[src/hw/lc3b_types.sv]
package lc3b_types;

typedef logic [15:0] lc3b_word;
typedef logic [2:0] lc3b_reg;
typedef logic [2:0] lc3b_rob_addr;

// Full LC-3b opcode map, only ADD, AND and NOT are executed
typedef enum logic [3:0]
{
	op_br   = 4'b0000,
	op_add  = 4'b0001,
	op_ldb  = 4'b0010,
	op_stb  = 4'b0011,
	op_jsr  = 4'b0100,
	op_and  = 4'b0101,
	op_ldr  = 4'b0110,
	op_str  = 4'b0111,
	op_rti  = 4'b1000,
	op_not  = 4'b1001,
	op_ldi  = 4'b1010,
	op_sti  = 4'b1011,
	op_jmp  = 4'b1100,
	op_shf  = 4'b1101,
	op_lea  = 4'b1110,
	op_trap = 4'b1111
} lc3b_opcode;

localparam int rob_depth = 8;     // Must match the tag width
localparam int num_stations = 3;  // ALU reservation stations

endpackage: lc3b_types

[src/hw/issue_control.sv]
`timescale 1ns/1ps

module issue_control import lc3b_types::*;
(
	input logic clk,
	// Instruction source
	input lc3b_word instr,
	input logic instr_is_new,
	output logic issue_ready,
	// Common data bus
	input logic cdb_valid,
	input lc3b_rob_addr cdb_tag,
	input lc3b_word cdb_data,
	// Reservation stations
	input logic [num_stations-1:0] station_busy,
	output logic [num_stations-1:0] res_load,
	output lc3b_opcode res_op,
	output lc3b_word res_vj,
	output lc3b_word res_vk,
	output lc3b_rob_addr res_qj,
	output lc3b_rob_addr res_qk,
	output logic res_valid_j,
	output logic res_valid_k,
	output lc3b_rob_addr res_dest,
	// Reorder buffer
	input logic rob_full,
	input lc3b_rob_addr rob_addr,
	input lc3b_word rob_value_out [rob_depth-1:0],
	input logic rob_valid_out [rob_depth-1:0],
	output logic rob_write_enable,
	output lc3b_reg rob_dest_reg,
	// Register status
	input lc3b_word reg_value [7:0],
	input logic reg_busy [7:0],
	input lc3b_rob_addr reg_robs [7:0],
	output lc3b_reg reg_dest,
	output logic ld_reg_busy_dest,
	output lc3b_rob_addr reg_rob_entry
);

lc3b_opcode opcode;
lc3b_reg dest_reg;
lc3b_reg src_reg [2];      // SR1, SR2
lc3b_word imm5;
logic is_alu;
logic use_imm;
logic accept;
logic do_issue;
logic [num_stations-1:0] free_station;

lc3b_word src_val [2];
lc3b_rob_addr src_tag [2];
logic src_ok [2];

assign opcode = lc3b_opcode'(instr[15:12]);
assign dest_reg = instr[11:9];
assign src_reg[0] = instr[8:6];
assign src_reg[1] = instr[2:0];
assign imm5 = {{11{instr[4]}}, instr[4:0]};

assign is_alu = (opcode == op_add) || (opcode == op_and) || (opcode == op_not);
assign use_imm = instr[5] || (opcode == op_not);   // NOT has no second source

// Stall on a full ROB or when every station is taken
assign issue_ready = !rob_full && !(&station_busy);
assign accept = instr_is_new && issue_ready;
assign do_issue = accept && is_alu;   // Other opcodes are consumed silently

// Lowest zero bit of the busy vector
assign free_station = ~station_busy & (station_busy + 1'b1);

// Operand lookup: register file, then bus, then ROB, else wait on the tag
always_comb
begin
	for (int s = 0; s < 2; s++)
	begin
		src_tag[s] = reg_robs[src_reg[s]];
		if (!reg_busy[src_reg[s]])
		begin
			src_val[s] = reg_value[src_reg[s]];
			src_ok[s] = 1'b1;
		end
		else if (cdb_valid && cdb_tag == src_tag[s])
		begin
			src_val[s] = cdb_data;  // Broadcast in this very cycle
			src_ok[s] = 1'b1;
		end
		else if (rob_valid_out[src_tag[s]])
		begin
			src_val[s] = rob_value_out[src_tag[s]];
			src_ok[s] = 1'b1;
		end
		else
		begin
			src_val[s] = '0;
			src_ok[s] = 1'b0;
		end
	end
end

// Station fields, shared by all stations
assign res_load = do_issue ? free_station : '0;
assign res_op = opcode;
assign res_vj = src_val[0];
assign res_qj = src_tag[0];
assign res_valid_j = src_ok[0];
assign res_vk = use_imm ? imm5 : src_val[1];
assign res_qk = src_tag[1];
assign res_valid_k = use_imm || src_ok[1];
assign res_dest = rob_addr;   // Result tag is the new ROB entry

assign rob_write_enable = do_issue;
assign rob_dest_reg = dest_reg;

// Destination now waits on this ROB entry
assign reg_dest = dest_reg;
assign ld_reg_busy_dest = do_issue;
assign reg_rob_entry = rob_addr;

endmodule: issue_control

[src/hw/reg_status_file.sv]
`timescale 1ns/1ps

module reg_status_file import lc3b_types::*;
(
	input logic clk,
	input logic arst_n,
	// From issue
	input logic ld_reg_busy_dest,
	input lc3b_reg reg_dest,
	input lc3b_rob_addr reg_rob_entry,
	// From ROB commit
	input logic commit_valid,
	input lc3b_reg commit_reg,
	input lc3b_word commit_value,
	input lc3b_rob_addr commit_tag,
	// Status out
	output lc3b_word reg_value [7:0],
	output logic reg_busy [7:0],
	output lc3b_rob_addr reg_robs [7:0]
);

logic clear_busy;

// Only the newest producer frees the register, and a same-edge issue wins
assign clear_busy = commit_valid
	&& (reg_robs[commit_reg] == commit_tag)
	&& !(ld_reg_busy_dest && reg_dest == commit_reg);

always_ff @(posedge clk or negedge arst_n)
begin
	if (!arst_n)
	begin
		for (int i = 0; i < 8; i++)
		begin
			reg_value[i] <= '0;
			reg_busy[i] <= 1'b0;
			reg_robs[i] <= '0;
		end
	end
	else
	begin
		if (commit_valid)
			reg_value[commit_reg] <= commit_value;  // Value lands even if renamed again
		if (clear_busy)
			reg_busy[commit_reg] <= 1'b0;
		if (ld_reg_busy_dest)
		begin
			reg_busy[reg_dest] <= 1'b1;
			reg_robs[reg_dest] <= reg_rob_entry;
		end
	end
end

endmodule: reg_status_file

[src/hw/reorder_buffer.sv]
`timescale 1ns/1ps

module reorder_buffer import lc3b_types::*;
(
	input logic clk,
	input logic arst_n,
	// Allocation from issue
	input logic rob_write_enable,
	input lc3b_reg rob_dest_reg,
	// Common data bus
	input logic cdb_valid,
	input lc3b_rob_addr cdb_tag,
	input lc3b_word cdb_data,
	// To issue
	output lc3b_rob_addr rob_addr,
	output logic rob_full,
	output lc3b_word rob_value_out [rob_depth-1:0],
	output logic rob_valid_out [rob_depth-1:0],
	// Commit
	output logic commit_valid,
	output lc3b_reg commit_reg,
	output lc3b_word commit_value,
	output lc3b_rob_addr commit_tag
);

lc3b_rob_addr head;
lc3b_rob_addr tail;
logic [$clog2(rob_depth+1)-1:0] count;
lc3b_reg dest_regs [rob_depth-1:0];
logic retire;

assign rob_addr = tail;
assign rob_full = (count == rob_depth);
assign retire = (count != 0) && rob_valid_out[head];   // Head has its result

always_ff @(posedge clk or negedge arst_n)
begin
	if (!arst_n)
	begin
		head <= '0;
		tail <= '0;
		count <= '0;
		commit_valid <= 1'b0;
		for (int i = 0; i < rob_depth; i++)
			rob_valid_out[i] <= 1'b0;
	end
	else
	begin
		commit_valid <= retire;
		if (retire)
			head <= head + 1'b1;
		// Valid stays set after retire until the register file has the value
		if (rob_write_enable)
		begin
			tail <= tail + 1'b1;
			rob_valid_out[tail] <= 1'b0;
		end
		if (cdb_valid)
			rob_valid_out[cdb_tag] <= 1'b1;
		case ({rob_write_enable, retire})
			2'b10: count <= count + 1'b1;
			2'b01: count <= count - 1'b1;
			default: ;
		endcase
	end
end

always_ff @(posedge clk)
begin
	if (rob_write_enable)
		dest_regs[tail] <= rob_dest_reg;
	if (cdb_valid)
		rob_value_out[cdb_tag] <= cdb_data;
	commit_reg <= dest_regs[head];
	commit_value <= rob_value_out[head];
	commit_tag <= head;
end

endmodule: reorder_buffer

[src/hw/alu_station.sv]
`timescale 1ns/1ps

module alu_station import lc3b_types::*;
(
	input logic clk,
	input logic arst_n,
	// Write from issue
	input logic load,
	input lc3b_opcode op_in,
	input lc3b_word vj_in,
	input lc3b_word vk_in,
	input lc3b_rob_addr qj_in,
	input lc3b_rob_addr qk_in,
	input logic valid_j_in,
	input logic valid_k_in,
	input lc3b_rob_addr dest_in,
	// Bus snoop
	input logic cdb_valid,
	input lc3b_rob_addr cdb_tag,
	input lc3b_word cdb_data,
	// Dispatch
	input logic grant,
	output logic busy,
	output logic ready,
	output lc3b_opcode op,
	output lc3b_word vj,
	output lc3b_word vk,
	output lc3b_rob_addr dest
);

lc3b_rob_addr qj;
lc3b_rob_addr qk;
logic valid_j;
logic valid_k;
logic snoop_j;
logic snoop_k;

// Pending operand matches the broadcast tag
assign snoop_j = busy && !valid_j && cdb_valid && (cdb_tag == qj);
assign snoop_k = busy && !valid_k && cdb_valid && (cdb_tag == qk);

assign ready = busy && valid_j && valid_k;

always_ff @(posedge clk or negedge arst_n)
begin
	if (!arst_n)
	begin
		busy <= 1'b0;
		valid_j <= 1'b0;
		valid_k <= 1'b0;
	end
	else if (load)
	begin
		busy <= 1'b1;
		valid_j <= valid_j_in;
		valid_k <= valid_k_in;
	end
	else if (grant)
		busy <= 1'b0;   // Handed to the execute unit
	else
	begin
		if (snoop_j)
			valid_j <= 1'b1;
		if (snoop_k)
			valid_k <= 1'b1;
	end
end

always_ff @(posedge clk)
begin
	if (load)
	begin
		op <= op_in;
		vj <= vj_in;
		vk <= vk_in;
		qj <= qj_in;
		qk <= qk_in;
		dest <= dest_in;
	end
	else
	begin
		if (snoop_j)
			vj <= cdb_data;
		if (snoop_k)
			vk <= cdb_data;
	end
end

endmodule: alu_station

[src/hw/execute_unit.sv]
`timescale 1ns/1ps

module execute_unit import lc3b_types::*;
(
	input logic clk,
	input logic arst_n,
	// From stations
	input logic [num_stations-1:0] station_ready,
	input lc3b_opcode station_op [num_stations-1:0],
	input lc3b_word station_vj [num_stations-1:0],
	input lc3b_word station_vk [num_stations-1:0],
	input lc3b_rob_addr station_dest [num_stations-1:0],
	output logic [num_stations-1:0] grant,
	// Common data bus
	output logic cdb_valid,
	output lc3b_rob_addr cdb_tag,
	output lc3b_word cdb_data
);

lc3b_opcode sel_op;
lc3b_word sel_vj;
lc3b_word sel_vk;
lc3b_rob_addr sel_dest;
lc3b_word result;

// Fixed priority, lowest ready station
assign grant = station_ready & ~(station_ready - 1'b1);

always_comb
begin
	sel_op = station_op[0];
	sel_vj = station_vj[0];
	sel_vk = station_vk[0];
	sel_dest = station_dest[0];
	for (int i = 1; i < num_stations; i++)
	begin
		if (grant[i])
		begin
			sel_op = station_op[i];
			sel_vj = station_vj[i];
			sel_vk = station_vk[i];
			sel_dest = station_dest[i];
		end
	end
end

always_comb
begin
	case (sel_op)
		op_add: result = sel_vj + sel_vk;
		op_and: result = sel_vj & sel_vk;
		op_not: result = ~sel_vj;
		default: result = '0;
	endcase
end

always_ff @(posedge clk or negedge arst_n)
begin
	if (!arst_n)
		cdb_valid <= 1'b0;
	else
		cdb_valid <= |station_ready;  // One broadcast per cycle
end

always_ff @(posedge clk)
begin
	if (|station_ready)
	begin
		cdb_tag <= sel_dest;
		cdb_data <= result;
	end
end

endmodule: execute_unit

[src/hw/tomasulo_core.sv]
`timescale 1ns/1ps

module tomasulo_core import lc3b_types::*;
(
	input logic clk,
	input logic arst_n,
	input lc3b_word instr,
	input logic instr_is_new,
	output logic issue_ready,
	output logic commit_valid,
	output lc3b_reg commit_reg,
	output lc3b_word commit_value
);

// Issue to stations
logic [num_stations-1:0] res_load;
lc3b_opcode res_op;
lc3b_word res_vj;
lc3b_word res_vk;
lc3b_rob_addr res_qj;
lc3b_rob_addr res_qk;
logic res_valid_j;
logic res_valid_k;
lc3b_rob_addr res_dest;

// Stations to execute
logic [num_stations-1:0] station_busy;
logic [num_stations-1:0] station_ready;
logic [num_stations-1:0] grant;
lc3b_opcode station_op [num_stations-1:0];
lc3b_word station_vj [num_stations-1:0];
lc3b_word station_vk [num_stations-1:0];
lc3b_rob_addr station_dest [num_stations-1:0];

logic cdb_valid;
lc3b_rob_addr cdb_tag;
lc3b_word cdb_data;

logic rob_write_enable;
lc3b_reg rob_dest_reg;
lc3b_rob_addr rob_addr;
logic rob_full;
lc3b_word rob_value_out [rob_depth-1:0];
logic rob_valid_out [rob_depth-1:0];
lc3b_rob_addr commit_tag;

lc3b_reg reg_dest;
logic ld_reg_busy_dest;
lc3b_rob_addr reg_rob_entry;
lc3b_word reg_value [7:0];
logic reg_busy [7:0];
lc3b_rob_addr reg_robs [7:0];

issue_control issue_control_i
(
	.clk(clk),
	.instr(instr),
	.instr_is_new(instr_is_new),
	.issue_ready(issue_ready),
	.cdb_valid(cdb_valid),
	.cdb_tag(cdb_tag),
	.cdb_data(cdb_data),
	.station_busy(station_busy),
	.res_load(res_load),
	.res_op(res_op),
	.res_vj(res_vj),
	.res_vk(res_vk),
	.res_qj(res_qj),
	.res_qk(res_qk),
	.res_valid_j(res_valid_j),
	.res_valid_k(res_valid_k),
	.res_dest(res_dest),
	.rob_full(rob_full),
	.rob_addr(rob_addr),
	.rob_value_out(rob_value_out),
	.rob_valid_out(rob_valid_out),
	.rob_write_enable(rob_write_enable),
	.rob_dest_reg(rob_dest_reg),
	.reg_value(reg_value),
	.reg_busy(reg_busy),
	.reg_robs(reg_robs),
	.reg_dest(reg_dest),
	.ld_reg_busy_dest(ld_reg_busy_dest),
	.reg_rob_entry(reg_rob_entry)
);

reg_status_file reg_status_file_i
(
	.clk(clk),
	.arst_n(arst_n),
	.ld_reg_busy_dest(ld_reg_busy_dest),
	.reg_dest(reg_dest),
	.reg_rob_entry(reg_rob_entry),
	.commit_valid(commit_valid),
	.commit_reg(commit_reg),
	.commit_value(commit_value),
	.commit_tag(commit_tag),
	.reg_value(reg_value),
	.reg_busy(reg_busy),
	.reg_robs(reg_robs)
);

reorder_buffer reorder_buffer_i
(
	.clk(clk),
	.arst_n(arst_n),
	.rob_write_enable(rob_write_enable),
	.rob_dest_reg(rob_dest_reg),
	.cdb_valid(cdb_valid),
	.cdb_tag(cdb_tag),
	.cdb_data(cdb_data),
	.rob_addr(rob_addr),
	.rob_full(rob_full),
	.rob_value_out(rob_value_out),
	.rob_valid_out(rob_valid_out),
	.commit_valid(commit_valid),
	.commit_reg(commit_reg),
	.commit_value(commit_value),
	.commit_tag(commit_tag)
);

// All stations see the same issue fields, res_load picks one
for (genvar g = 0; g < num_stations; g++)
begin: gen_station
	alu_station alu_station_i
	(
		.clk(clk),
		.arst_n(arst_n),
		.load(res_load[g]),
		.op_in(res_op),
		.vj_in(res_vj),
		.vk_in(res_vk),
		.qj_in(res_qj),
		.qk_in(res_qk),
		.valid_j_in(res_valid_j),
		.valid_k_in(res_valid_k),
		.dest_in(res_dest),
		.cdb_valid(cdb_valid),
		.cdb_tag(cdb_tag),
		.cdb_data(cdb_data),
		.grant(grant[g]),
		.busy(station_busy[g]),
		.ready(station_ready[g]),
		.op(station_op[g]),
		.vj(station_vj[g]),
		.vk(station_vk[g]),
		.dest(station_dest[g])
	);
end

execute_unit execute_unit_i
(
	.clk(clk),
	.arst_n(arst_n),
	.station_ready(station_ready),
	.station_op(station_op),
	.station_vj(station_vj),
	.station_vk(station_vk),
	.station_dest(station_dest),
	.grant(grant),
	.cdb_valid(cdb_valid),
	.cdb_tag(cdb_tag),
	.cdb_data(cdb_data)
);

endmodule: tomasulo_core

[config.mk]
export PLATFORM = sky130hd
export DESIGN_NAME = tomasulo_core
export DESIGN_NICKNAME = d
export VERILOG_FILES = /design/src/hw/lc3b_types.sv /design/src/hw/issue_control.sv /design/src/hw/reg_status_file.sv /design/src/hw/reorder_buffer.sv /design/src/hw/alu_station.sv /design/src/hw/execute_unit.sv /design/src/hw/tomasulo_core.sv
export SDC_FILE = /design/constraint.sdc
export NUM_CORES = 1
export LEC_CHECK = 0
export ABC_CLOCK_PERIOD_IN_PS = 4300
export CORE_AREA = 2 2 251 253
export DETAILED_ROUTE_END_ITERATION = 10
export DIE_AREA = 0 0 253 255
export DONT_BUFFER_PORTS = 1
export SLEW_MARGIN = 15
export SYNTH_ARGS = -nofsm -noshare
export SYNTH_HDL_FRONTEND = slang
export SYNTH_HIERARCHICAL = 1
export SYNTH_SLANG_ARGS = --single-unit
[constraint.sdc]
create_clock -name clk -period 4.3 [get_ports clk]
set_clock_uncertainty 0.1 [all_clocks]
set_input_delay 0.86 -clock clk [delete_from_list [all_inputs] [get_ports clk]]
set_output_delay 0.86 -clock clk [all_outputs]
set_load 0.03 [all_outputs]
# Word level (Yosys, flattened, before mapping)
# Memories as Yosys holds them, arrays and structs flattened. A register that Yosys moved wholly into a read port is not among the register bits.
# Cells that the tools add are included.
[totals] memories=1 inputBits=19 mem_bits_rw=24 register_bits=490 wordCells=309
[op_classes] reduce_logical=69 n_bitwise=12 mux=109 add_sub_neg=7 n_lt_le_gt_ge=13 n_eq_ne=22
[memory_table] name="reorder_buffer_i.dest_regs" depth=8 width=3 rd=1 rd_ports_with_merged_regs=1 wr=1 line_no="reorder_buffer.sv:29" source="lc3b_reg dest_regs [rob_depth-1:0];"
[ops] op="$mux W16" n=30
[ops] op="$bwmux W128" n=2
[ops] op="$bmux W16 S3" n=5
[ops] op="$demux W16 S3" n=2
[ops] op="$pmux W16 S3" n=1
[ops] op="$mux W1" n=41
[ops] op="$logic_and A1 B1 Y1" n=37
[ops] op="$lt A3 B4 Y1 const B" n=9
[ops] op="$mux W8" n=4
[ops] op="$eq A3 B3 Y1" n=10
[ops] op="$bmux W3 S3" n=3
[ops] op="$bwmux W24" n=1
[ops] op="$mux W3" n=7
[ops] op="$reduce_bool A2 Y1" n=10
[ops] op="$add A16 B16 Y16" n=1
[ops] op="$and A16 B16 Y16" n=1
[ops] op="$and A8 B8 Y8" n=2
[ops] op="$not A16 Y16" n=1
[ops] op="$not A8 Y8" n=2
[ops] op="$or A8 B8 Y8" n=2
[ops] op="$bmux W1 S3" n=5
[ops] op="$demux W1 S3" n=4
[ops] op="$eq A4 B4 Y1 const B" n=3
[ops] op="$ge A3 B1 Y1 const B" n=4
[ops] op="20 further kinds" n=45

# Logic depth before layout (Yosys ltp)
# Gate-level depths: netlist of the first run.
[depth] ltp_word=11 depth_mapped=15

# Modules after synthesis
# Netlist of the first run, hierarchy kept.
[by_module_without_submodules] mod="reorder_buffer" cells_per_inst=352 seq_area_each_um2=5480.3 n_inst=1 area_each_um2=7329.5
[by_module_without_submodules] mod="reg_status_file" cells_per_inst=406 seq_area_each_um2=4003.8 n_inst=1 area_each_um2=6317.3
[by_module_without_submodules] mod="alu_station" cells_per_inst=152 seq_area_each_um2=1426.4 n_inst=3 area_each_um2=1948.1
[by_module_without_submodules] mod="issue_control" cells_per_inst=599 seq_area_each_um2=0.0 n_inst=1 area_each_um2=5699.2
[by_module_without_submodules] mod="execute_unit" cells_per_inst=295 seq_area_each_um2=595.6 n_inst=1 area_each_um2=2464.9

# Worst setup path after synthesis of the first run
# No wires, ideal clock.
[synth_timing] path_kind="reg-to-reg" from="reg reorder_buffer_i.count[1]" to="reg gen_station[1].alu_station_i.vj[0] (enable)" path_stages_with_launch=9 t_required_ps=3808 path_slack_ps=359 synth_period_minus_slack_ps=3941 t_arrival_ps=3448 path_buffers=3 setup_ps=392 path_cell_list="dfrtp_1 clkbuf_1 nor4b_1 a31oi_1 nand4_1 nor3b_1 buf_6 buf_6 o21bai_1"
[synth_via] elab_chain_cells=7
[synth_lines] item="start: declaration" line_no="reorder_buffer.sv:28" source="logic [$clog2(rob_depth+1)-1:0] count;"
[synth_lines] item="start signal: assignment" line_no="reorder_buffer.sv:61" source="2'b10: count <= count + 1'b1;"
[synth_lines] item="start signal: assignment" line_no="reorder_buffer.sv:62" source="2'b01: count <= count - 1'b1;"
[synth_lines] item="$eq A4 B4 Y1" line_no="reorder_buffer.sv:33" source="assign rob_full = (count == rob_depth);"
[synth_lines] item="net rob_full" line_no="tomasulo_core.sv:42" source="logic rob_full;"
[synth_lines] item="$logic_not A1 Y1" line_no="issue_control.sv:65" source="assign issue_ready = !rob_full && !(&station_busy);"
[synth_lines] item="$logic_and A1 B1 Y1" line_no="issue_control.sv:65"
[synth_lines] item="net issue_ready" line_no="tomasulo_core.sv:9" source="output logic issue_ready,"
[synth_lines] item="$logic_and A1 B1 Y1" line_no="issue_control.sv:66" source="assign accept = instr_is_new && issue_ready;"
[synth_lines] item="$logic_and A1 B1 Y1" line_no="issue_control.sv:67" source="assign do_issue = accept && is_alu;"
[synth_lines] item="$mux W3" line_no="issue_control.sv:102" source="assign res_load = do_issue ? free_station : '0;"
[synth_lines] item="net res_load[1]" line_no="tomasulo_core.sv:16" source="logic [num_stations-1:0] res_load;"
[synth_lines] item="$reduce_bool A2 Y1 (no source line)"
[synth_lines] item="end signal: assignment" line_no="alu_station.sv:74" source="vj <= vj_in;"
[synth_lines] item="end signal: assignment" line_no="alu_station.sv:83" source="vj <= cdb_data;"
[synth_lines] item="end: declaration" line_no="alu_station.sv:26" source="output lc3b_word vj,"
# The timed path passes the listed nets, and every way through them passes these cells.
# A chain may end at the register's enable or synchronous reset.

# Worst setup path in the final report of the first run
[layout_timing] from="reg gen_station[0].alu_station_i.busy" to="reg execute_unit_i.cdb_data[14], data pin"
[layout_via] elab_chain_cells=9 elab_cells_between_ends=18
[layout_lines] item="start: declaration" line_no="alu_station.sv:23" source="output logic busy,"
[layout_lines] item="start signal: assignment" line_no="alu_station.sv:48" source="busy <= 1'b0;"
[layout_lines] item="start signal: assignment" line_no="alu_station.sv:54" source="busy <= 1'b1;"
[layout_lines] item="start signal: assignment" line_no="alu_station.sv:59" source="busy <= 1'b0;"
[layout_lines] item="$logic_and A1 B1 Y1 * (2 in a row)" line_no="alu_station.sv:42" source="assign ready = busy && valid_j && valid_k;"
[layout_lines] item="net station_ready[0]" line_no="tomasulo_core.sv:28" source="logic [num_stations-1:0] station_ready;"
[layout_lines] item="$sub A3 B1 Y3 *" line_no="execute_unit.sv:27" source="assign grant = station_ready & ~(station_ready - 1'b1);"
[layout_lines] item="$not A3 Y3 *" line_no="execute_unit.sv:27"
[layout_lines] item="$and A3 B3 Y3 *" line_no="execute_unit.sv:27"
[layout_lines] item="net grant[1]" line_no="tomasulo_core.sv:29" source="logic [num_stations-1:0] grant;"
[layout_lines] item="$mux W16 or $mux W4 (tied branches) (2 in a row)" line_no="execute_unit.sv:37" source="if (grant[i])"
[layout_lines] item="$add A16 B16 Y16, or another cell as far along" line_no="execute_unit.sv:50" source="op_add: result = sel_vj + sel_vk;"
[layout_lines] item="$pmux W16 S3 *" line_no="execute_unit.sv:49" source="case (sel_op)"
[layout_lines] item="end signal: assignment" line_no="execute_unit.sv:70" source="cdb_data <= result;"
[layout_lines] item="end: declaration" line_no="execute_unit.sv:17" source="output lc3b_word cdb_data"
# Mark *: on every way through the listed nets, which the timed path passes. The rest lies on a longest branch.

==> impl_metrics.csv, run 1 <==
group,metric,value,unit
critical_path,max_stage_delay,0.49,ns
synth,synth_top_area_cell,"edfxtp_1",
finish,area_delta_synth_final,10.3,%
drt,post-route-drc-count,0,
cts,worstSkewPairLatency,0.62,ns
cts,tritoncts.num_buffers,57,
finish,finalNetCount,2120,
critical_path,worst-endpoint-arrival,4.25,ns
power,powerDensity,752,mW/mm2
critical_path,end_kind,"register",
critical_path,crit_chain,"and3_1 -> nor2b_4 -> buf_12 -> mux2i_1 -> o21ai_0 -> ha_1 -> a211o_1 -> a221o_1 -> a21oi_1 -> o21ai_0 -> xnor2_1 -> o21ai_1",
global_route,grt_pass1_vias,17604,
finish,drive_gt1_share,21.6,%
synth,yosysMostFrequentCell,"nand2_1",
global_route,use_met3,4.14,%
drt,vias_per_cell,6.10,
critical_path,start_kind,"register",
timing,hold_slack,-0.144,ns
cts,numClockSinks,517,
synth,synthArstFlopShare,36.6,%
drt,routedWlPerCell,25.1,um
critical_path,crit_fanout,31,
cts,cts-root-buf,"clkbuf_16",
die,die_w,253,um
cts,htreeDepth,2,
timing,finalCriticalPeriod,4.02,ns
status,violations,"hold timing",
synth,synth.net_count,2149,
timing,finalCritPeriodShare,93.4,%
die,die_y,255,um
finish,final_cell_area,0.0305,mm2
timing,setup_violations,0,
timing,hold_viol,189,
drt,vias,17865,
drt,drt-total-wl,73.5,mm
drt,drt.antenna.violating_nets,0,
synth,netlist.area_leader.share,33.2,%
power,ir_worst_vdd,393,uV
synth,syn_inst,2108,
place,globalplace.congestion,0.834,
global_route,grtUsageMet2,37.0,%
timing,drv_slew,0,
cts,tritoncts,"done",
synth,ys.flop_type,"edfxtp_1",
timing,grt_setup_unrepaired,"no",
place,place.port_buffers,0,
global_route,busiest_layer,"met2",
global_route,grt_overflow_total,0,
die,std_cell_rows,92,
drt,dr.first_iter.drc_count,1478,
global_route,grt_antenna_before_repair,1,
synth,yosys-top-cells-count,"nand2_1 (329), edfxtp_1 (306), mux2i_1 (247)",
cts,clockBufferDepth,3,
synth,ys_types,77,
die,ios,40,
critical_path,crit_path_start,"gen_station[0].alu_station_i/busy",
synth,seq_area_frac_synth,51.9,%
synth,synth_warnings,6,
timing,slew_headroom,24.5,%
die,dieArea,0.0645,mm2
finish,largestRegisters,"reg_status_file_i/reg_value (128), reorder_buffer_i/rob_value_out (128)",
critical_path,critPathKind,"register to register",
synth,synthTopCellsByArea,"edfxtp_1 (33%), dfrtp_1 (17%), mux2i_1 (8.9%)",
flow_run,cap_violations,0,
critical_path,cpMostUsedCell,"o21ai_0",
critical_path,required,4.54,ns
cts,ctsResizeCount,0,
drt,first_pass_iters,5,
die,core,0.0622,mm2
global_route,grt_max_degree,190,
die,start_util,44.5,%
global_route,grt_use_total,22.9,%
min_path,holdCritPathClass,"input pin to async pin",
timing,tns,0,ns
timing,tightest_slew,1.13,ns
timing,fmax,0.249,GHz
cts,postCtsSetupBuffers,0,
synth,synth_edf_count,306,
status,status,"finished, violations left",
synth,syn_area,0.0277,mm2
power,total_leakage_power,0.0118,uW
critical_path,reg2reg_from,"gen_station[0].alu_station_i/busy",
critical_path,crit_slowest_cell,"dfrtp_1",
synth,ys_seq_elements,517,
global_route,grt_pass1_wl,111,mm
place,dpl-instance-area,0.0284,mm2
cts,clk_pin_slew,0.06,ns
place,hpwl,47.7,mm
synth,avgSynthCellArea,13.1,um2
global_route,grtUsageMet1,32.1,%
-- layout make-up --
class	instances	area, um2
inverters	25	93.8
well taps	799	1000
diodes	2	5.00
repair buffers	66	578
clock buffers	64	1460
multi-input cells	1412	12400
flip-flops and latches	517	14400
clock inverters	43	617
fillers	5352	31700
-- cell families after synthesis --
kind of cell	synth area share [%]
simple gates	9.30
mux	25.9
flops	51.9
compound gates	6.63
buf+inv	3.60
xor+xnor	1.62
fa+ha+maj	1.02
-- per-layer routing --
layer  wire (um)  vias to the layer above
met1       32400                     9138
met2       34300                      643
li1            -                     7959
met3        4930                      123
met5           8                        -
met4        1750                        2
-- through the flow --
stage / hold WS (ns) / setup slack [ns] / power [uW] / util [%] / cells
2_1_floorplan: 0.245 / 0.359 / 14700 / - / 2108
3_3_place_gp: 0.376 / -0.256 / 17200 / 45.7 / 2818
3_5_place_dp: 0.384 / 0.0664 / 17500 / 45.7 / 2819
4_1_cts: -0.184 / 0.275 / 23000 / 49.1 / 2926
5_1_grt: -0.179 / 0.0480 / 24100 / 49.1 / 2926
6_report: -0.144 / 0.282 / 22900 / 49.1 / 2928
-- worst max-delay path, delay by kind of cell (launching register included) --
| family | cells | cell delay [ns] |
|---|---|---|
| AO/OA/AOI/OAI | 6 | 1.57 |
| XOR/XNOR | 1 | 0.16 |
| AND/OR/NAND/NOR | 2 | 0.57 |
| multiplexers | 1 | 0.12 |
| buffers and inverters | 1 | 0.30 |
| adder cells (fa/ha/maj) | 1 | 0.40 |
| flip-flops | 1 | 0.49 |
-- report_power, final --
part           internal (uW)  switching, uW
sequential              7050           1890
clock                   3350           2060
combinational           3950           4640
-- placed cells by master (no fill, tap or decap), drive strengths merged, types with 5 or more instances in the layout --
cell type and n:
nand2 329, nand4 16, nor2b 13, edfxtp 306, nand3 34, o21ai 60
a21o 6, dfxtp 22, a2bb2oi 9, o21bai 8, bufinv 15, nand2b 58
nor2 50, a32oi 33, dfrtp 189, a22oi 8, a21oi 22, and2 6
nor3 9, nor3b 7, and3 9, clkinvlp 6, mux2 179, nand3b 8
xor2 16, and3b 5, o221ai 28, ha 21, o31ai 6, mux2i 247
clkinv 19, xnor2 35, inv 28, clkbuf 64, buf 66, a31oi 20
o211ai 8, a2111oi 12, mux4 113
-- worst paths after layout --
check / cells past startpoint / to / slack [ns]
hold reg to reg: 1 / reorder_buffer_i/count[3] / 0.40
min in group clk: 0 / reorder_buffer_i/dest_regs[2][2] / 0.23
setup reg to reg: 12 / execute_unit_i/cdb_data[14] / 0.28
max in group asynchronous: 0 / reg_status_file_i/reg_value[9] / 3.99
setup / recovery: 12 / execute_unit_i/cdb_data[14] / 0.28
hold / removal: 0 / reg_status_file_i/reg_robs[16] / -0.14
Power figures use the tool's default switching activity.
==> inputs of run 2 (changes only) <==
==> constraint.sdc (replaced) <==
create_clock -name clk -period 4.3 [get_ports clk]
set_clock_uncertainty 0.1 [all_clocks]
set_input_delay 0.645 -clock clk [delete_from_list [all_inputs] [get_ports clk]]
set_output_delay 0.645 -clock clk [all_outputs]
set_load 0.03 [all_outputs]
==> impl_metrics.csv, run 2 (synthesis results as in run 1) <==
group,metric,value,unit
min_path,holdCritPathClass,"input pin to async pin",
status,status,"finished, violations left",
timing,tns,0,ns
timing,drv_slew,0,
critical_path,regToRegSetupSlack,0.38,ns
die,core,0.0622,mm2
timing,setup_violations,0,
timing,slew_headroom,25.0,%
timing,hold_slack,-0.364,ns
flow_run,cap_violations,0,
timing,hold_viol,189,
finish,area_delta_synth_final,9.56,%
global_route,use_met3,3.95,%
critical_path,end_kind,"register",
die,std_cell_rows,92,
die,ios,40,
critical_path,start_kind,"register",
cts,cts-root-buf,"clkbuf_16",
critical_path,rr_endpoint,"execute_unit_i/cdb_data[13]",
global_route,grtUsageMet2,38.5,%
cts,numClockSinks,517,
finish,final_common_cell,"nand2_1",
drt,vias_per_cell,6.00,
power,comb_power_share,38.0,%
die,dieArea,0.0645,mm2
power,ir_worst_vdd,354,uV
global_route,grt_use_total,22.8,%
power,seq_power_share,40.0,%
finish,final_cell_mix,"nand2_1 (329), edfxtp_1 (306), mux2i_1 (247)",
critical_path,reg2reg_depth,12,
global_route,grt_overflow_total,0,
status,violations,"hold timing",
drt,drt.antenna.violating_nets,0,
cts,clockBufferDepth,3,
drt,routedWlPerCell,24.8,um
timing,tightest_slew,1.12,ns
power,intPower,13900,uW
finish,finalNetCount,2129,
drt,post-route-drc-count,0,
critical_path,crit_slowest_cell,"o311ai_0",
drt,vias,17603,
place,globalplace.congestion,0.825,
critical_path,max_stage_delay,0.55,ns
place,dpl-instance-area,0.0284,mm2
power,powerDensity,738,mW/mm2
drt,first_pass_iters,5,
drt,dr.first_iter.drc_count,1448,
place,place.port_buffers,0,
cts,ctsResizeCount,0,
global_route,grt_pass1_vias,18013,
cts,clk_pin_slew,0.06,ns
global_route,grt_pass1_wl,111,mm
critical_path,crit_fanout,10,
timing,fmax,0.255,GHz
cts,htreeDepth,2,
place,hpwl,47.7,mm
die,die_w,253,um
finish,fillers,5415,
critical_path,critPathKind,"register to register",
critical_path,required,4.54,ns
finish,n_antenna_cell,0,
global_route,grt_max_degree,190,
power,switching_share,38.0,%
timing,grt_setup_unrepaired,"no",
cts,worstSkewPairLatency,0.62,ns
global_route,busiest_layer,"met2",
timing,finalCriticalPeriod,3.92,ns
critical_path,worst-endpoint-arrival,4.17,ns
die,start_util,44.5,%
finish,final_cell_area,0.0303,mm2
drt,drt-total-wl,72.9,mm
die,die_y,255,um
timing,finalCritPeriodShare,91.3,%
critical_path,reg2reg_from,"gen_station[1].alu_station_i/busy",
finish,largestRegisters,"reg_status_file_i/reg_value (128), reorder_buffer_i/rob_value_out (128)",
global_route,grt_antenna_before_repair,1,
finish,drive_gt1_share,21.3,%
cts,tritoncts,"done",
critical_path,crit_chain,"and3_1 -> nor2b_4 -> buf_4 -> mux2i_1 -> o21ai_0 -> ha_1 -> a21oi_1 -> o211ai_1 -> nor3b_1 -> o311ai_0 -> a211o_1 -> nand3_1",
global_route,grtUsageMet1,30.8,%
power,total_leakage_power,0.0117,uW
power,power.switching,8490,uW
power,power_frac_clock,22.0,%
cts,tritoncts.num_buffers,58,
## run 2: changes by cell type in the layout (fill, tap and decap cells not counted), moves of 2 or more
cell	delta
dlygate4sd3_1	+6
bufinv_16	-10
clkbuf_1	+8
diode_2	-2
buf_12	-5
clkinvlp_4	-3
clkinv_2	+2
inv_6	-2
clkbuf_16	+2
clkbuf_8	+4
buf_4	+8
## run 2: cell type report
type,instances,area (um2),share of cell area (%)
repair buffers,74,583,1.92
multi-input cells,1412,12400,40.9
well taps,799,1000,3.30
inverters,25,93.8,0.310
flip-flops and latches,517,14400,47.4
clock buffers,78,1600,5.27
clock inverters,29,285,0.942
## run 2: worst max-delay path by stage
stage	start	end	slack, ns	cells past startpoint
after floorplan	reorder_buffer_i/count[1]	gen_station[1].alu_station_i/vj[0]	0.36	8
after global placement	gen_station[1].alu_station_i/busy	execute_unit_i/cdb_data[13]	0.46	12
after detailed placement	gen_station[1].alu_station_i/busy	execute_unit_i/cdb_data[10]	0.43	12
after CTS	gen_station[1].alu_station_i/busy	execute_unit_i/cdb_data[13]	0.40	12
after global routing	gen_station[1].alu_station_i/busy	execute_unit_i/cdb_data[9]	0.11	12
final	gen_station[1].alu_station_i/busy	execute_unit_i/cdb_data[13]	0.38	12
## run 2: power groups by stage
stage          Sequential (uW)  Clock (uW)  Combinational, uW
2_1_floorplan             8170           0               6560
3_3_place_gp              8910           0               8230
3_5_place_dp              9010           0               8390
4_1_cts                   8940        5030               8430
5_1_grt                   9190        5240               9120
6_report                  8960        4910               8500
## run 2: critical path, delay by kind of cell (launching register included)
family,cells,cell delay (ns)
AOI/OAI and AO/OA,5,1.32
adders and majority gates,1,0.41
buffers and inverters,1,0.25
DFF,1,0.47
muxes,1,0.19
and+or+nand+nor,4,0.92
## run 2: metal layers
layer | share of wire (%) | routed length (um)
met5 | 0 | 0
met4 | 1.9 | 1400
met3 | 5.2 | 3810
met2 | 48 | 35200
met1 | 45 | 32400
## run 2: per-stage QoR
| step | power [uW] | worst slack [ns] | util (%) | instances |
|---|---|---|---|---|
| floorplan | 14700 | 0.359 | - | 2108 |
| global placement | 17100 | 0.464 | 45.6 | 2821 |
| detailed placement | 17400 | 0.432 | 45.6 | 2821 |
| CTS | 22400 | 0.403 | 48.7 | 2931 |
| global route | 23500 | 0.110 | 48.7 | 2934 |
| finish | 22400 | 0.376 | 48.7 | 2934 |
## run 2: repair_timing
item                                   4_1_cts  5_1_grt
hold buffers                                 3        3
buffers inserted                             0        0
endpoints found under the hold margin      204      192
==> inputs of run 3 (changes only) <==
Settings changed: PLACE_DENSITY_LB_ADDON from default to 0.05.
==> impl_metrics.csv, run 3 (synthesis results as in run 1) <==
group,metric,value,unit
status,status,"finished, violations left",
status,violations,"hold timing",
die,dieArea,0.0645,mm2
cts,clockBufferDepth,3,
drt,dr.first_iter.drc_count,1255,
timing,setup_violations,0,
drt,drt-total-wl,77.6,mm
drt,route.met2.wl,35.4,mm
place,dp_slack,0.354,ns
finish,final_util,49.0,%
critical_path,end_kind,"register",
finish,drive_gt1_share,21.8,%
global_route,grt_use_total,24.3,%
global_route,grt_antenna_before_repair,4,
die,std_cell_rows,92,
cts,tritoncts.num_buffers,58,
drt,vias,17805,
die,start_util,44.5,%
die,die_y,255,um
flow_run,cap_violations,0,
drt,vias_per_cell,6.05,
global_route,grt_pass1_vias,17852,
timing,hold_slack,-0.378,ns
drt,routedWlPerCell,26.3,um
place,dpl-instance-area,0.0285,mm2
power,total_leakage_power,0.0118,uW
critical_path,start_kind,"register",
global_route,grt_overflow_total,0,
place,place.port_buffers,0,
die,core,0.0622,mm2
cts,worstSkewPairLatency,0.62,ns
global_route,grt_pass1_wl,116,mm
finish,regArea,0.0144,mm2
place,hpwl,49.3,mm
cts,htreeDepth,2,
global_route,grt_max_degree,190,
drt,first_pass_iters,6,
timing,grt_setup_unrepaired,"no",
timing,slew_headroom,25.1,%
finish,area_delta_synth_final,10.2,%
power,powerDensity,746,mW/mm2
finish,multiInputGateArea,0.0124,mm2
power,ir_worst_vdd,429,uV
min_path,holdCritPathClass,"input pin to async pin",
cts,clk_pin_slew,0.06,ns
finish,final_common_cell,"nand2_1",
drt,topRoutingLayerUsed,"met5",
finish,finalNetCount,2137,
place,globalplace.congestion,0.827,
timing,finalCriticalPeriod,3.97,ns
critical_path,rr_endpoint,"execute_unit_i/cdb_data[10]",
critical_path,reg2reg_depth,11,
cts,postCtsSetupBuffers,0,
timing,setup_ws,0.334,ns
critical_path,required,4.53,ns
critical_path,reg2reg_from,"gen_station[0].alu_station_i/busy",
critical_path,regToRegSetupSlack,0.33,ns
cts,cts_hold_buf,7,
timing,finalCritPeriodShare,92.2,%
drt,wl_met3,5.31,mm
critical_path,crit_fanout,10,
timing,drv_slew,0,
cts,cts-root-buf,"clkbuf_16",
critical_path,critPathKind,"register to register",
drt,post-route-drc-count,0,
critical_path,worst-endpoint-arrival,4.19,ns
cts,numClockSinks,517,
drt,drt.antenna.violating_nets,0,
finish,largestRegisters,"reg_status_file_i/reg_value (128), reorder_buffer_i/rob_value_out (128)",
cts,tritoncts,"done",
critical_path,crit_path_start,"gen_station[0].alu_station_i/busy",
timing,fmax,0.252,GHz
die,ios,40,
timing,tns,0,ns
cts,ctsResizeCount,0,
finish,fillers,5418,
critical_path,worstSetupEndpoint,"execute_unit_i/cdb_data[10]",
timing,tightest_slew,1.12,ns
drt,met1_length,34.9,mm
finish,final_cell_area,0.0305,mm2
die,die_w,253,um
finish,final_cell_mix,"nand2_1 (329), edfxtp_1 (306), mux2i_1 (247)",
power,power,22700,uW
timing,hold_viol,189,
==> run 3: routing by layer <==
layer | vias to the layer above | GRT usage, %
met5 | - | 0
met4 | 2 | 6.07
met3 | 149 | 5.39
met2 | 585 | 38.7
met1 | 9084 | 34.0
li1 | 7985 | -
==> run 3: stage by stage <==
step                      cells  hold slack (ns)
final                      2944           -0.378
after global routing       2943           -0.406
after CTS                  2943           -0.416
after detailed placement   2828            0.256
after global placement     2828            0.256
after floorplan            2108            0.245
==> run 3: worst min path at each step <==
stage,from,endpoint,slack [ns],cells after the start
2_1_floorplan,arst_n,execute_unit_i/cdb_valid,0.25,0
3_3_place_gp,arst_n,reg_status_file_i/reg_robs[19],0.26,0
3_5_place_dp,arst_n,reg_status_file_i/reg_robs[19],0.26,0
4_1_cts,arst_n,reg_status_file_i/reg_robs[19],-0.42,0
5_1_grt,arst_n,reg_status_file_i/reg_robs[1],-0.41,0
6_report,arst_n,reg_status_file_i/reg_robs[19],-0.38,0
==> run 3: where the power goes <==
group          total (uW)  internal [uW]  leakage [uW]  switching (uW)
clock network        5040           2980      0.000948            2060
registers            8820           7050       0.00524            1770
logic                8880           3990       0.00560            4890
==> run 3: worst max-delay path, stage by stage (launching register included) <==
cell and delay (ns):
dfrtp_1 0.47, and3_1 0.35, nor3b_4 0.49, o21ai_0 0.22, ha_1 0.31, fa_1 0.48
a21o_1 0.22, a221oi_1 0.42, o21a_1 0.21, o21ai_0 0.10, xnor2_1 0.18, o221ai_2 0.11
==> run 3: final cells by class <==
type,count,share of cell area (%)
sequential,517,47.1
multi-input combinational,1412,40.7
clock buffer,77,5.41
tap,799,3.28
timing repair buffer,82,2.24
clock inverter,31,0.956
inverter,25,0.308
antenna,1,0.00821
